<file path="src/hw/fetch_pkg.sv">
////////////////////
// types and table sizes for the two-wide fetch front end
// addresses are byte addresses and instructions are 32-bit words
// both predictor tables are direct mapped on pc bits above the word offset
// table sizes must stay powers of two
////////////////////
package fetch_pkg;

	////////////////////
	// datapath widths
	////////////////////
	typedef logic [63:0] addr_t;        // byte address
	typedef logic [31:0] instr_t;       // one instruction
	typedef logic [63:0] mem_word_t;    // one memory word holds two instructions

	typedef logic [1:0] dispatch_cnt_t; // slots taken by decode, 0 to 2

	localparam addr_t RESET_PC = 64'h0;

	////////////////////
	// predictor tables
	////////////////////
	localparam int BHT_ENTRIES = 64;
	localparam int BTB_ENTRIES = 32;

	typedef logic [$clog2(BHT_ENTRIES)-1:0] bht_idx_t;  // pc[7:2]
	typedef logic [$clog2(BTB_ENTRIES)-1:0] btb_idx_t;  // pc[6:2]
	typedef logic [56:0]                    btb_tag_t;  // pc[63:7]

	// two-bit saturating counter, upper half predicts taken
	typedef enum logic [1:0]
	{
		strong_not_taken = 2'b00,
		weak_not_taken   = 2'b01,
		weak_taken       = 2'b10,
		strong_taken     = 2'b11
	} ctr_state_t;

	// counter table index, word offset dropped
	function automatic bht_idx_t bht_index(input addr_t pc);
		return pc[7:2];
	endfunction

	// target buffer index
	function automatic btb_idx_t btb_index(input addr_t pc);
		return pc[6:2];
	endfunction

	// full tag, every bit above the index
	function automatic btb_tag_t btb_tag_of(input addr_t pc);
		return pc[63:7];
	endfunction

	// taken half of the counter range
	function automatic logic ctr_predicts_taken(input ctr_state_t state);
		return (state == weak_taken) || (state == strong_taken);
	endfunction

endpackage

</file>
<file path="src/hw/pred_if.sv">
////////////////////
// lookup path between fetch and the branch predictor
// two lookups per cycle, answered combinationally
////////////////////
`timescale 1ns/1ps

interface pred_if import fetch_pkg::*;
();

	// lookup addresses from fetch
	addr_t lookup_pc0;      // current pc
	addr_t lookup_pc1;      // pc + 4

	// answers from the predictor
	logic  pred_taken0;     // tag hit and counter in taken half
	logic  pred_taken1;
	addr_t pred_target0;    // stored target, meaningful only with pred_taken0
	addr_t pred_target1;

	modport fetch
	(
		output lookup_pc0,
		output lookup_pc1,
		input  pred_taken0,
		input  pred_taken1,
		input  pred_target0,
		input  pred_target1
	);

	modport predictor
	(
		input  lookup_pc0,
		input  lookup_pc1,
		output pred_taken0,
		output pred_taken1,
		output pred_target0,
		output pred_target1
	);

endinterface

</file>
<file path="src/hw/fetch_stage.sv">
////////////////////
// pc register and two-slot extraction from one 64-bit memory word
// memory answers imem_addr in the same cycle with data and valid
// decode must never accept more slots than are valid
// all outputs are combinational from pc, memory and predictor
////////////////////
`timescale 1ns/1ps

module fetch_stage import fetch_pkg::*;
(
	input  logic          clock,
	input  logic          reset,

	// instruction memory
	output addr_t         imem_addr,
	input  mem_word_t     imem_data,
	input  logic          imem_valid,

	input  dispatch_cnt_t dispatch_num,     // slots accepted this cycle

	pred_if.fetch         pred,

	// slot 0
	output logic          slot0_valid,
	output instr_t        slot0_instr,
	output addr_t         slot0_npc,
	output logic          slot0_pred_taken,
	output addr_t         slot0_pred_target,

	// slot 1
	output logic          slot1_valid,
	output instr_t        slot1_instr,
	output addr_t         slot1_npc,
	output logic          slot1_pred_taken,
	output addr_t         slot1_pred_target
);

	addr_t pc;              // address of slot 0
	addr_t pc_next;
	addr_t pc_plus_4;
	addr_t pc_plus_8;

	dispatch_cnt_t valid_count;     // slots offered to decode

	assign pc_plus_4 = pc + 64'd4;
	assign pc_plus_8 = pc + 64'd8;

	////////////////////
	// memory and lookup
	////////////////////
	assign imem_addr = {pc[63:3], 3'b000};  // aligned word holding pc

	assign pred.lookup_pc0 = pc;
	assign pred.lookup_pc1 = pc_plus_4;     // unused when pc[2] is set

	////////////////////
	// slots
	////////////////////
	// odd word position means only the upper half is left in this word
	assign slot0_instr = pc[2] ? imem_data[63:32] : imem_data[31:0];
	assign slot1_instr = imem_data[63:32];

	assign slot0_valid = imem_valid;
	// a taken slot 0 leaves the word, so slot 1 is dead
	assign slot1_valid = imem_valid && !pc[2] && !pred.pred_taken0;

	assign slot0_npc = pc_plus_4;
	assign slot1_npc = pc_plus_8;

	// predictions are zero in an empty slot
	assign slot0_pred_taken  = slot0_valid && pred.pred_taken0;
	assign slot1_pred_taken  = slot1_valid && pred.pred_taken1;
	assign slot0_pred_target = slot0_pred_taken ? pred.pred_target0 : '0;
	assign slot1_pred_target = slot1_pred_taken ? pred.pred_target1 : '0;

	assign valid_count = dispatch_cnt_t'(slot0_valid) + dispatch_cnt_t'(slot1_valid);

	////////////////////
	// next pc
	////////////////////
	// follow the last accepted slot, its target if predicted taken
	always_comb
	begin
		case (dispatch_num)
			2'd1:    pc_next = slot0_pred_taken ? slot0_pred_target : slot0_npc;
			2'd2:    pc_next = slot1_pred_taken ? slot1_pred_target : slot1_npc;
			default: pc_next = pc;     // nothing accepted, refetch same word
		endcase
	end

	always_ff @(posedge clock)
	begin
		if (reset)
			pc <= RESET_PC;
		else
			pc <= pc_next;
	end

	////////////////////
	// checks
	////////////////////
	// decode sees the valid flags, which depend on memory and predictor
	a_dispatch_le_valid: assert property (@(posedge clock) disable iff (reset)
		dispatch_num <= valid_count)
		else $error("dispatch_num %0d above valid slots %0d", dispatch_num, valid_count);

	a_dispatch_not_3: assert property (@(posedge clock) disable iff (reset)
		dispatch_num != 2'd3)
		else $error("dispatch_num of 3 on a two-wide front end");

endmodule

</file>
<file path="src/flat_wrapper.sv">
// flat-port wrapper written by rule: the top's interface ports become plain ports
module fetch_stage_flat import fetch_pkg::*;
  (clock, reset, imem_addr, imem_data, imem_valid, dispatch_num, slot0_valid, slot0_instr, slot0_npc, slot0_pred_taken, slot0_pred_target, slot1_valid, slot1_instr, slot1_npc, slot1_pred_taken, slot1_pred_target, pred_lookup_pc0, pred_lookup_pc1, pred_pred_taken0, pred_pred_taken1, pred_pred_target0, pred_pred_target1);
  pred_if pred_i ();
  input  logic clock;
  input  logic reset;
  output addr_t imem_addr;
  input  mem_word_t imem_data;
  input  logic imem_valid;
  input  dispatch_cnt_t dispatch_num;
  output logic slot0_valid;
  output instr_t slot0_instr;
  output addr_t slot0_npc;
  output logic slot0_pred_taken;
  output addr_t slot0_pred_target;
  output logic slot1_valid;
  output instr_t slot1_instr;
  output addr_t slot1_npc;
  output logic slot1_pred_taken;
  output addr_t slot1_pred_target;
  output wire logic [$bits(pred_i.lookup_pc0)-1:0] pred_lookup_pc0;
  output wire logic [$bits(pred_i.lookup_pc1)-1:0] pred_lookup_pc1;
  input wire logic [$bits(pred_i.pred_taken0)-1:0] pred_pred_taken0;
  input wire logic [$bits(pred_i.pred_taken1)-1:0] pred_pred_taken1;
  input wire logic [$bits(pred_i.pred_target0)-1:0] pred_pred_target0;
  input wire logic [$bits(pred_i.pred_target1)-1:0] pred_pred_target1;
  assign pred_lookup_pc0 = pred_i.lookup_pc0;
  assign pred_lookup_pc1 = pred_i.lookup_pc1;
  assign pred_i.pred_taken0 = pred_pred_taken0;
  assign pred_i.pred_taken1 = pred_pred_taken1;
  assign pred_i.pred_target0 = pred_pred_target0;
  assign pred_i.pred_target1 = pred_pred_target1;
  fetch_stage u_core (.clock(clock), .reset(reset), .imem_addr(imem_addr), .imem_data(imem_data), .imem_valid(imem_valid), .dispatch_num(dispatch_num), .pred(pred_i), .slot0_valid(slot0_valid), .slot0_instr(slot0_instr), .slot0_npc(slot0_npc), .slot0_pred_taken(slot0_pred_taken), .slot0_pred_target(slot0_pred_target), .slot1_valid(slot1_valid), .slot1_instr(slot1_instr), .slot1_npc(slot1_npc), .slot1_pred_taken(slot1_pred_taken), .slot1_pred_target(slot1_pred_target));
endmodule
</file>
<file path="config.mk">
export PLATFORM = sky130hd
export DESIGN_NAME = fetch_stage_flat
export DESIGN_NICKNAME = d
export VERILOG_FILES = /design/src/hw/fetch_pkg.sv /design/src/hw/pred_if.sv /design/src/hw/fetch_stage.sv /design/src/flat_wrapper.sv
export SDC_FILE = /design/constraint.sdc
export NUM_CORES = 1
export LEC_CHECK = 0
export ABC_AREA = 1
export BUFFER_PORTS_ARGS = -buffer_cell sky130_fd_sc_hd__buf_2
export CAP_MARGIN = 20
export CORE_AREA = 2 2 277 279
export CTS_BUF_LIST = sky130_fd_sc_hd__clkbuf_8
export CTS_CLUSTER_SIZE = 24
export DETAILED_ROUTE_END_ITERATION = 8
export DIE_AREA = 0 0 279 281
export GPL_ROUTABILITY_DRIVEN = 1
export SYNTH_ARGS = -nofsm -noshare
export SYNTH_HDL_FRONTEND = slang
export SYNTH_SLANG_ARGS = --single-unit
</file>
<file path="constraint.sdc">
create_clock -name clock -period 2.9 [get_ports clock]
set_clock_uncertainty 0.2 [all_clocks]
set_input_delay 0.435 -clock clock [delete_from_list [all_inputs] [get_ports clock]]
set_output_delay 0.435 -clock clock [all_outputs]
set_load 0.05 [all_outputs]
</file>
==> results of run 1 <==
[metrics by stage]
step           worst slack (ns)  TNS, ns
2_1_floorplan           -0.0400  -0.0400
3_3_place_gp             -0.151    -1.24
3_5_place_dp             -0.167    -1.07
4_1_cts                 -0.0706    -1.27
5_1_grt                  -0.169    -6.34
6_report                -0.0594   -0.420
[critical path: stages (launching register included)]
cell and delay, ns:
dfxtp_4 0.38, ha_4 0.14, inv_2 0.04, nor2_4 0.20, buf_6 0.14, nand2_4 0.05
nor2_4 0.10, buf_12 0.13, buf_8 0.13, nand2_4 0.09, xor2_4 0.17, buf_12 0.15
buf_12 0.14
[cells in the final DEF (no fill, tap or decap), types with 26 or more instances in the layout]
| cell | synthesis | routed |
|---|---|---|
| dfxtp_4 | 0 | 32 |
| a21oi_1 | 66 | 65 |
| nand2_4 | 0 | 26 |
| nor2_2 | 13 | 44 |
| buf_6 | 0 | 57 |
| inv_1 | 266 | 252 |
| buf_2 | 4 | 545 |
| buf_4 | 166 | 174 |
| nor2_1 | 194 | 99 |
| nor2_4 | 16 | 80 |
| buf_12 | 0 | 142 |
| nand2_2 | 16 | 84 |
| nand3_1 | 115 | 89 |
| o21ai_0 | 129 | 121 |
| nand2_1 | 559 | 457 |
[logic make-up after synthesis]
| family | share of synthesized area |
|---|---|
| AOI/OAI and AO/OA | 0.121 |
| xor gates and xnor gates | 0.0614 |
| adders and majority gates | 0.00508 |
| buffers and inverters | 0.258 |
| DFF | 0.130 |
| other | 0.000381 |
| and+or+nand+nor | 0.424 |
[worst max path at each step]
stage	start	endpoint	slack, ns
2_1_floorplan	u_core.pred.lookup_pc0[2]$_SDFFE_PP0P_	slot0_npc[26]	-0.04
3_3_place_gp	u_core.pred.lookup_pc0[25]$_SDFFE_PP0P_	slot1_npc[26]	-0.15
3_5_place_dp	u_core.pred.lookup_pc0[25]$_SDFFE_PP0P_	slot1_npc[58]	-0.17
4_1_cts	u_core.pred.lookup_pc0[4]$_SDFFE_PP0P_	slot1_npc[51]	-0.07
5_1_grt	u_core.pred.lookup_pc0[3]$_SDFFE_PP0P_	slot0_npc[58]	-0.17
6_report	u_core.pred.lookup_pc0[3]$_SDFFE_PP0P_	slot0_npc[32]	-0.06
[metal layers]
metal,share of wire,vias to the layer above,GRT usage
li1,-,6876,-
met1,0.42,6901,0.232
met2,0.49,760,0.328
met3,0.061,119,0.0359
met4,0.035,10,0.0749
met5,0.00085,-,0
[final cells by class]
type,instances,area [um2]
Tap cell,978,1220
Clock inverter,5,81.3
Fill cell,8272,55700
Multi-Input combinational cell,1279,8200
Clock buffer,10,138
Antenna cell,6,15.0
Timing Repair Buffer,927,7650
Sequential cell,64,1430
Inverter,272,1040
[Yosys cell counts, types with 13 or more instances]
library cell / instances / area share
a21oi_1: 66 / 0.034
dfxtp_1: 64 / 0.13
clkbuf_1: 44 / 0.017
buf_1: 24 / 0.0092
o21ai_0: 129 / 0.066
nor2_1: 194 / 0.074
nand3_1: 115 / 0.058
inv_1: 266 / 0.10
and2_1: 30 / 0.019
xor2_1: 63 / 0.056
nor2_2: 13 / 0.0083
buf_4: 166 / 0.13
nand2_2: 16 / 0.010
o21ai_1: 22 / 0.011
nand2_1: 559 / 0.21
nand4_1: 20 / 0.013
nor2_4: 16 / 0.018
[power breakdown]
part	total (mW)	switching, mW	internal, mW
logic	5.42	3.76	1.67
clock network	0.996	0.494	0.502
registers	1.18	0.189	0.991
[what timing repair did]
item / 4_1_cts / 5_1_grt
buffers inserted: 70 / 35
gates resized for setup: 328 / 266
pin swaps: 58 / 84
endpoints found under the setup margin: 149 / 149
cloned: 0 / 0
==> flow_metrics.tcl, run 1 <==
set metrics [dict create \
    setup_viol 14 \
    cts_inserted_buffers 9 \
    place.detailed.hpwl_mm 65.5 \
    clockBufferDepth 2 \
    rr_worst_depth 21 \
    fin_ws_ns -0.0594 \
    start_util 0.130 \
    r2r_start "u_core.pred.lookup_pc0[3]$_SDFFE_PP0P_" \
    stdcell_area_mm2 0.0198 \
    critical_path_required_ns 2.27 \
    irDropWorstVdd_mv 0.187 \
    post-route-min-period_ns 2.96 \
    grt_pass1_wl_mm 103 \
    critical_path_arrival_ns 2.32 \
    final_cell_count_no_fill 3541 \
    clk_latency_ns 0.44 \
    drtAntennaViolNets 0 \
    avgRoutedWirePerCell_um 22.3 \
    worst-path-max-fanout 4 \
    syn2layout_area_growth_pct 101 \
    status "finished, violations left" \
    die_width_um 279 \
    drcViolationCount 0 \
    io_pins 715 \
    grt_start_max_net_pins 71 \
    rsz0062_at_grt "true" \
    rr_endpoint "u_core.pred.lookup_pc0[62]$_SDFFE_PP0P_" \
    whs_endpoint "u_core.pred.lookup_pc0[39]$_SDFFE_PP0P_" \
    ctsHtreeMaxLevel 3 \
    relSlewSlack 0.515 \
    dieArea_mm2 0.0784 \
    final_util 0.262 \
    yosysSeqAreaShare 0.130 \
    slew_viol_final 0 \
    clk_pin_slew_ns 0.09 \
    core-area_mm2 0.0754 \
    drt-initial-drc-count 1077 \
    power.total_mw 7.60 \
    cts_tree "yes" \
    place_area_mm2 0.0165 \
    ys_warn_count 0 \
    largest_reg_flops 64 \
    powerDensity_mw_per_mm2 384 \
    cts_hold_buf 0 \
    syn_inst 1851 \
    cap_violations 0 \
    viasPerCell 4.14 \
    drtPass1Iterations 5 \
    fp-row-count 101 \
    fin_crit_sh 1.02 \
    violations "setup timing" \
    antenna_found_initial 19 \
    port_buffers 711 \
    grt-ovfl-total 0 \
    place.gp.congestion 0.925 \
    syn_area_per_cell_um2 5.32 \
    track_usage 0.190 \
    num_vias 14700 \
    placed_cells 3422 \
    yosysUniqueCellTypes 33 \
    whs_ns 0.185 \
    hold_violations 0 \
    cp-end-kind "primary output" \
    max_freq_mhz 338 \
    r2r_slack_ns 0 \
    clockRootBuffer "clkbuf_8" \
    tightestPinTransition_ns 0.728 \
    nets 2756 \
    drive_above_1_share 0.544 \
    synth_edf_count 0 \
    cp-start-kind "flop" \
    synth-seq-cells 64 \
    clock-sinks 64 \
    wl_mm 78.8 \
    async_reset_ff_frac 0 \
    hold_path_depth 5 \
    die_height_um 281 \
    synth_area_mm2 0.00984 \
    hold_class "in -> reg" \
    synth_top_flop_cell "dfxtp_1" \
    crit_type "reg -> out" \
    grt_pass1_vias 13600 \
    worstHoldStart "pred_pred_target1[39]" \
    leakagePower_nw 10.2 \
]
Power figures use the tool's default switching activity.
==> inputs of run 2 (changes only) <==
Settings changed: PLACE_DENSITY from default to 0.41.
==> flow_metrics.tcl, run 2 (synthesized netlist as in run 1, its figures left out) <==
set metrics [dict create \
    place.detailed.hpwl_mm 64.6 \
    core-area_mm2 0.0754 \
    hold_violations 0 \
    port_buffers 711 \
    power.total_mw 7.44 \
    grt-busiest-layer "met2" \
    cts_hold_buf 0 \
    status "finished, violations left" \
    clk_pin_slew_ns 0.10 \
    antenna_found_initial 13 \
    grt-ovfl-total 0 \
    hold_class "in -> reg" \
    syn2layout_area_growth_pct 97.7 \
    violations "setup timing" \
    drcViolationCount 0 \
    cts_tree "yes" \
    start_util 0.130 \
    fin_ws_ns -0.00712 \
    tightestPinTransition_ns 0.622 \
    track_usage 0.187 \
    drtPass1Iterations 7 \
    place.gp.congestion 0.873 \
    pre_cts_slack_ns 0.0364 \
    post-route-min-period_ns 2.91 \
    relSlewSlack 0.586 \
    die_width_um 279 \
    irDropWorstVdd_mv 0.220 \
    drtAntennaViolNets 0 \
    grtUsageMet3 0.0320 \
    use_met1 0.226 \
    drt-initial-drc-count 745 \
    leakagePower_nw 10.1 \
    cp-end-kind "primary output" \
    clockRootBuffer "clkbuf_8" \
    final_cell_mix "buf_2 (534), nand2_1 (471), inv_1 (254)" \
    num_vias 14100 \
    slew_viol_final 0 \
    worst-path-max-fanout 6 \
    fp-row-count 101 \
    mostFrequentLayoutCell "buf_2" \
    critical_path_arrival_ns 2.27 \
    largest_reg_flops 64 \
    grt_use_met2 0.340 \
    cp-start-kind "flop" \
    wl_mm 78.2 \
    drive_above_1_share 0.531 \
    critical_path_required_ns 2.27 \
    clk_latency_ns 0.45 \
    r2r_slack_ns 0.55 \
    ctsHtreeMaxLevel 3 \
    max_freq_mhz 344 \
    io_pins 715 \
    rsz0062_at_grt "true" \
    setup_viol 1 \
    fin_crit_sh 1.00 \
    grt_pass1_wl_mm 102 \
    cap_violations 0 \
    nets 2761 \
    dieArea_mm2 0.0784 \
    clockBufferDepth 2 \
    cts_inserted_buffers 9 \
    avgRoutedWirePerCell_um 22.1 \
    clock-sinks 64 \
    powerDensity_mw_per_mm2 382 \
    viasPerCell 3.96 \
    grt_pass1_vias 13500 \
    die_height_um 281 \
    whs_ns 0.142 \
    grt_start_max_net_pins 57 \
    crit_type "reg -> out" \
]
[run 2: cell types whose count changed in the layout (fill, tap and decap cells not counted), sizes merged]
cell    before  now
clkbuf      11   17
clkinv       3    6
bufinv       2    0
buf        926  925
diode        6    5
[run 2: repair_timing]
item                                    4_1_cts  5_1_grt
pin swaps                                    59       79
gates resized for setup                     348      224
setup buffers                                63       29
cloned                                        0        3
hold endpoints to repair                      0        0
endpoints found under the setup margin      175      158
[run 2: layer usage]
layer	share of wire	vias up	wire length [um]
met5	0.00069	-	54
li1	-	6887	-
met4	0.022	8	1700
met1	0.42	6596	32900
met2	0.51	508	39800
met3	0.048	55	3750
[run 2: report_power, final]
| part | switching (mW) | internal [mW] |
|---|---|---|
| clock network | 0.521 | 0.336 |
| logic | 3.76 | 1.67 |
| registers | 0.169 | 0.989 |
| total | 4.45 | 2.99 |
[run 2: area by class of cell]
cell class / instances / area [um2]
multi-input combinational: 1279 / 8000
tap: 978 / 1220
fill: 8421 / 56000
timing repair buffer: 932 / 7580
clock inverter: 6 / 43.8
antenna: 5 / 12.5
inverter: 272 / 1040
sequential: 64 / 1420
clock buffer: 10 / 138
[run 2: worst paths after layout]
| check | to | cells after the start | startpoint |
|---|---|---|---|
| max | pred_lookup_pc1[50] | 9 | u_core.pred.lookup_pc0[30]$_SDFFE_PP0P_ |
| min | u_core.pred.lookup_pc0[0]$_SDFFE_PP0P_ | 3 | pred_pred_target0[0] |
| max reg2reg | u_core.pred.lookup_pc0[50]$_SDFFE_PP0P_ | 15 | u_core.pred.lookup_pc0[14]$_SDFFE_PP0P_ |
| min reg2reg | u_core.pred.lookup_pc0[9]$_SDFFE_PP0P_ | 2 | u_core.pred.lookup_pc0[9]$_SDFFE_PP0P_ |
[run 2: metrics by stage]
stage          setup TNS [ns]   util  cell area [um2]  instances
6_report             -0.00712  0.258            19500       3546
5_1_grt                 -5.26  0.258            19500       3546
4_1_cts                 -1.61  0.243            18300       3511
3_5_place_dp                0  0.217            16400       3433
3_3_place_gp                0  0.217            16400       3433
2_1_floorplan         -0.0400      -            10500       1853
[run 2: worst max-delay path, cell delays in order (launching register included)]
cell     delay, ns
dfxtp_4       0.41
nand2_1       0.15
nor2_2        0.18
nand2_1       0.13
nor2_2        0.20
buf_4         0.20
nand4_1       0.10
and2_4        0.19
buf_6         0.12
buf_12        0.14
==> inputs of run 3 (changes only) <==
Settings changed: REMOVE_ABC_BUFFERS from default to 1.
==> flow_metrics.tcl, run 3 (synthesized netlist as in run 1, its figures left out) <==
set metrics [dict create \
    clk_latency_ns 0.45 \
    grt_use_met2 0.331 \
    worst-path-max-fanout 5 \
    mostFrequentLayoutCell "buf_2" \
    final_cell_count_no_fill 3497 \
    slew_viol_final 0 \
    use_met1 0.209 \
    fillers 8592 \
    pre_cts_slack_ns 0.0203 \
    tightestPinTransition_ns 0.514 \
    rsz0062_at_grt "true" \
    place.gp.congestion 0.827 \
    drtPass1Iterations 7 \
    wl_mm 74.0 \
    avgRoutedWirePerCell_um 21.1 \
    drcViolationCount 0 \
    critical_path_required_ns 2.27 \
    cts_hold_buf 0 \
    clockRootBuffer "clkbuf_8" \
    largest_reg_flops 64 \
    syn2layout_area_growth_pct 79.6 \
    die_height_um 281 \
    fp-row-count 101 \
    powerDensity_mw_per_mm2 417 \
    start_util 0.130 \
    cts_tree "yes" \
    drt-initial-drc-count 576 \
    cp-start-kind "flop" \
    crit_type "reg -> out" \
    cp-end-kind "primary output" \
    antenna_found_initial 15 \
    relSlewSlack 0.657 \
    grt-busiest-layer "met2" \
    setup_viol 0 \
    rr_endpoint "u_core.pred.lookup_pc0[15]$_SDFFE_PP0P_" \
    worstHoldStart "pred_pred_target0[1]" \
    placed_cells 3425 \
    cts_inserted_buffers 9 \
    leakagePower_nw 9.46 \
    nets 2706 \
    die_width_um 279 \
    grt-ovfl-total 0 \
    whs_ns 0.145 \
    grt_pass1_wl_mm 98.6 \
    fin_crit_sh 0.990 \
    r2r_start "u_core.pred.lookup_pc0[3]$_SDFFE_PP0P_" \
    whs_endpoint "u_core.pred.lookup_pc0[1]$_SDFFE_PP0P_" \
    grt_start_max_net_pins 66 \
    clock-sinks 64 \
    place.detailed.hpwl_mm 62.0 \
    dieArea_mm2 0.0784 \
    post-route-min-period_ns 2.87 \
    grt_pass1_vias 12900 \
    core-area_mm2 0.0754 \
    final_util 0.234 \
    place_area_mm2 0.0155 \
    final_cell_mix "buf_2 (540), nand2_1 (502), inv_1 (254)" \
    clockBufferDepth 2 \
    r2r_slack_ns 0.52 \
    fin_tns_setup_ns 0 \
    hold_class "in -> reg" \
    rr_worst_depth 15 \
    num_vias 13700 \
    max_freq_mhz 348 \
    fin_ws_ns 0.0296 \
    power.total_mw 7.36 \
    drtAntennaViolNets 0 \
    critical_path_arrival_ns 2.24 \
    status "finished, final reports clean" \
    drive_above_1_share 0.478 \
    grtUsageMet3 0.0300 \
    irDropWorstVdd_mv 0.186 \
    clk_pin_slew_ns 0.10 \
    track_usage 0.180 \
    io_pins 715 \
    ctsHtreeMaxLevel 3 \
    hold_path_depth 3 \
    hold_violations 0 \
    port_buffers 711 \
    stdcell_area_mm2 0.0177 \
    viasPerCell 3.91 \
    cap_violations 0 \
]
## run 3: cell count changes in the layout (fill, tap and decap cells not counted), moves of 12 or more
cell	change
nor2_1	+33
nand2_1	+31
nor2_4	-29
buf_6	-26
xor2_4	-25
xor2_1	+24
buf_4	-18
buf_12	-17
nand2_2	-17
dfxtp_2	+12
## run 3: per-layer routing
layer  vias up  part of all wire  routed length, um
met4         8             0.029               2170
met3        64             0.050               3690
met1      6337              0.41              30100
met2       494              0.51              37900
li1       6787                 -                  -
met5         -           0.00073                 54
## run 3: timing repair
action | in CTS | in global routing
setup buffers | 26 | 19
pin swaps | 22 | 38
resized for setup | 274 | 191
hold endpoints to repair | 0 | 0
setup endpoints to repair | 158 | 145
## run 3: how the worst max path moves through the flow
stage                             to  slack [ns]                                     from  cells after the start
2_1_floorplan  slot1_pred_target[17]       -3.94   u_core.pred.lookup_pc0[2]$_SDFFE_PP0P_                      7
3_3_place_gp           slot0_npc[45]      -0.006  u_core.pred.lookup_pc0[16]$_SDFFE_PP0P_                      9
3_5_place_dp           slot0_npc[45]        0.02  u_core.pred.lookup_pc0[16]$_SDFFE_PP0P_                      9
4_1_cts          pred_lookup_pc1[53]        -0.1  u_core.pred.lookup_pc0[10]$_SDFFE_PP0P_                     11
5_1_grt          pred_lookup_pc1[47]       -0.09   u_core.pred.lookup_pc0[3]$_SDFFE_PP0P_                      9
6_report               slot1_npc[59]        0.03   u_core.pred.lookup_pc0[3]$_SDFFE_PP0P_                      9
## run 3: worst max-delay path, stage by stage, from the launching register on
cell and delay [ns]:
dfxtp_4 0.38, ha_4 0.16, inv_1 0.08, nor2_4 0.13, nand2_2 0.14, nor2_4 0.23, nand2_1 0.16, o21ai_0 0.21
nand2_1 0.14, buf_12 0.17
## run 3: cell type report
type	count	area, um2	area share
Sequential cell	64	1390	0.0788
Clock buffer	9	124	0.00701
Inverter	272	1040	0.0587
Timing Repair Buffer	877	6780	0.384
Antenna cell	11	27.5	0.00156
Tap cell	978	1220	0.0692
Multi-Input combinational cell	1279	6970	0.394
Clock inverter	7	125	0.00708
## run 3: power breakdown
group / switching, mW / internal (mW)
Combinational: 3.62 / 1.46
Sequential: 0.158 / 0.991
Clock: 0.550 / 0.582
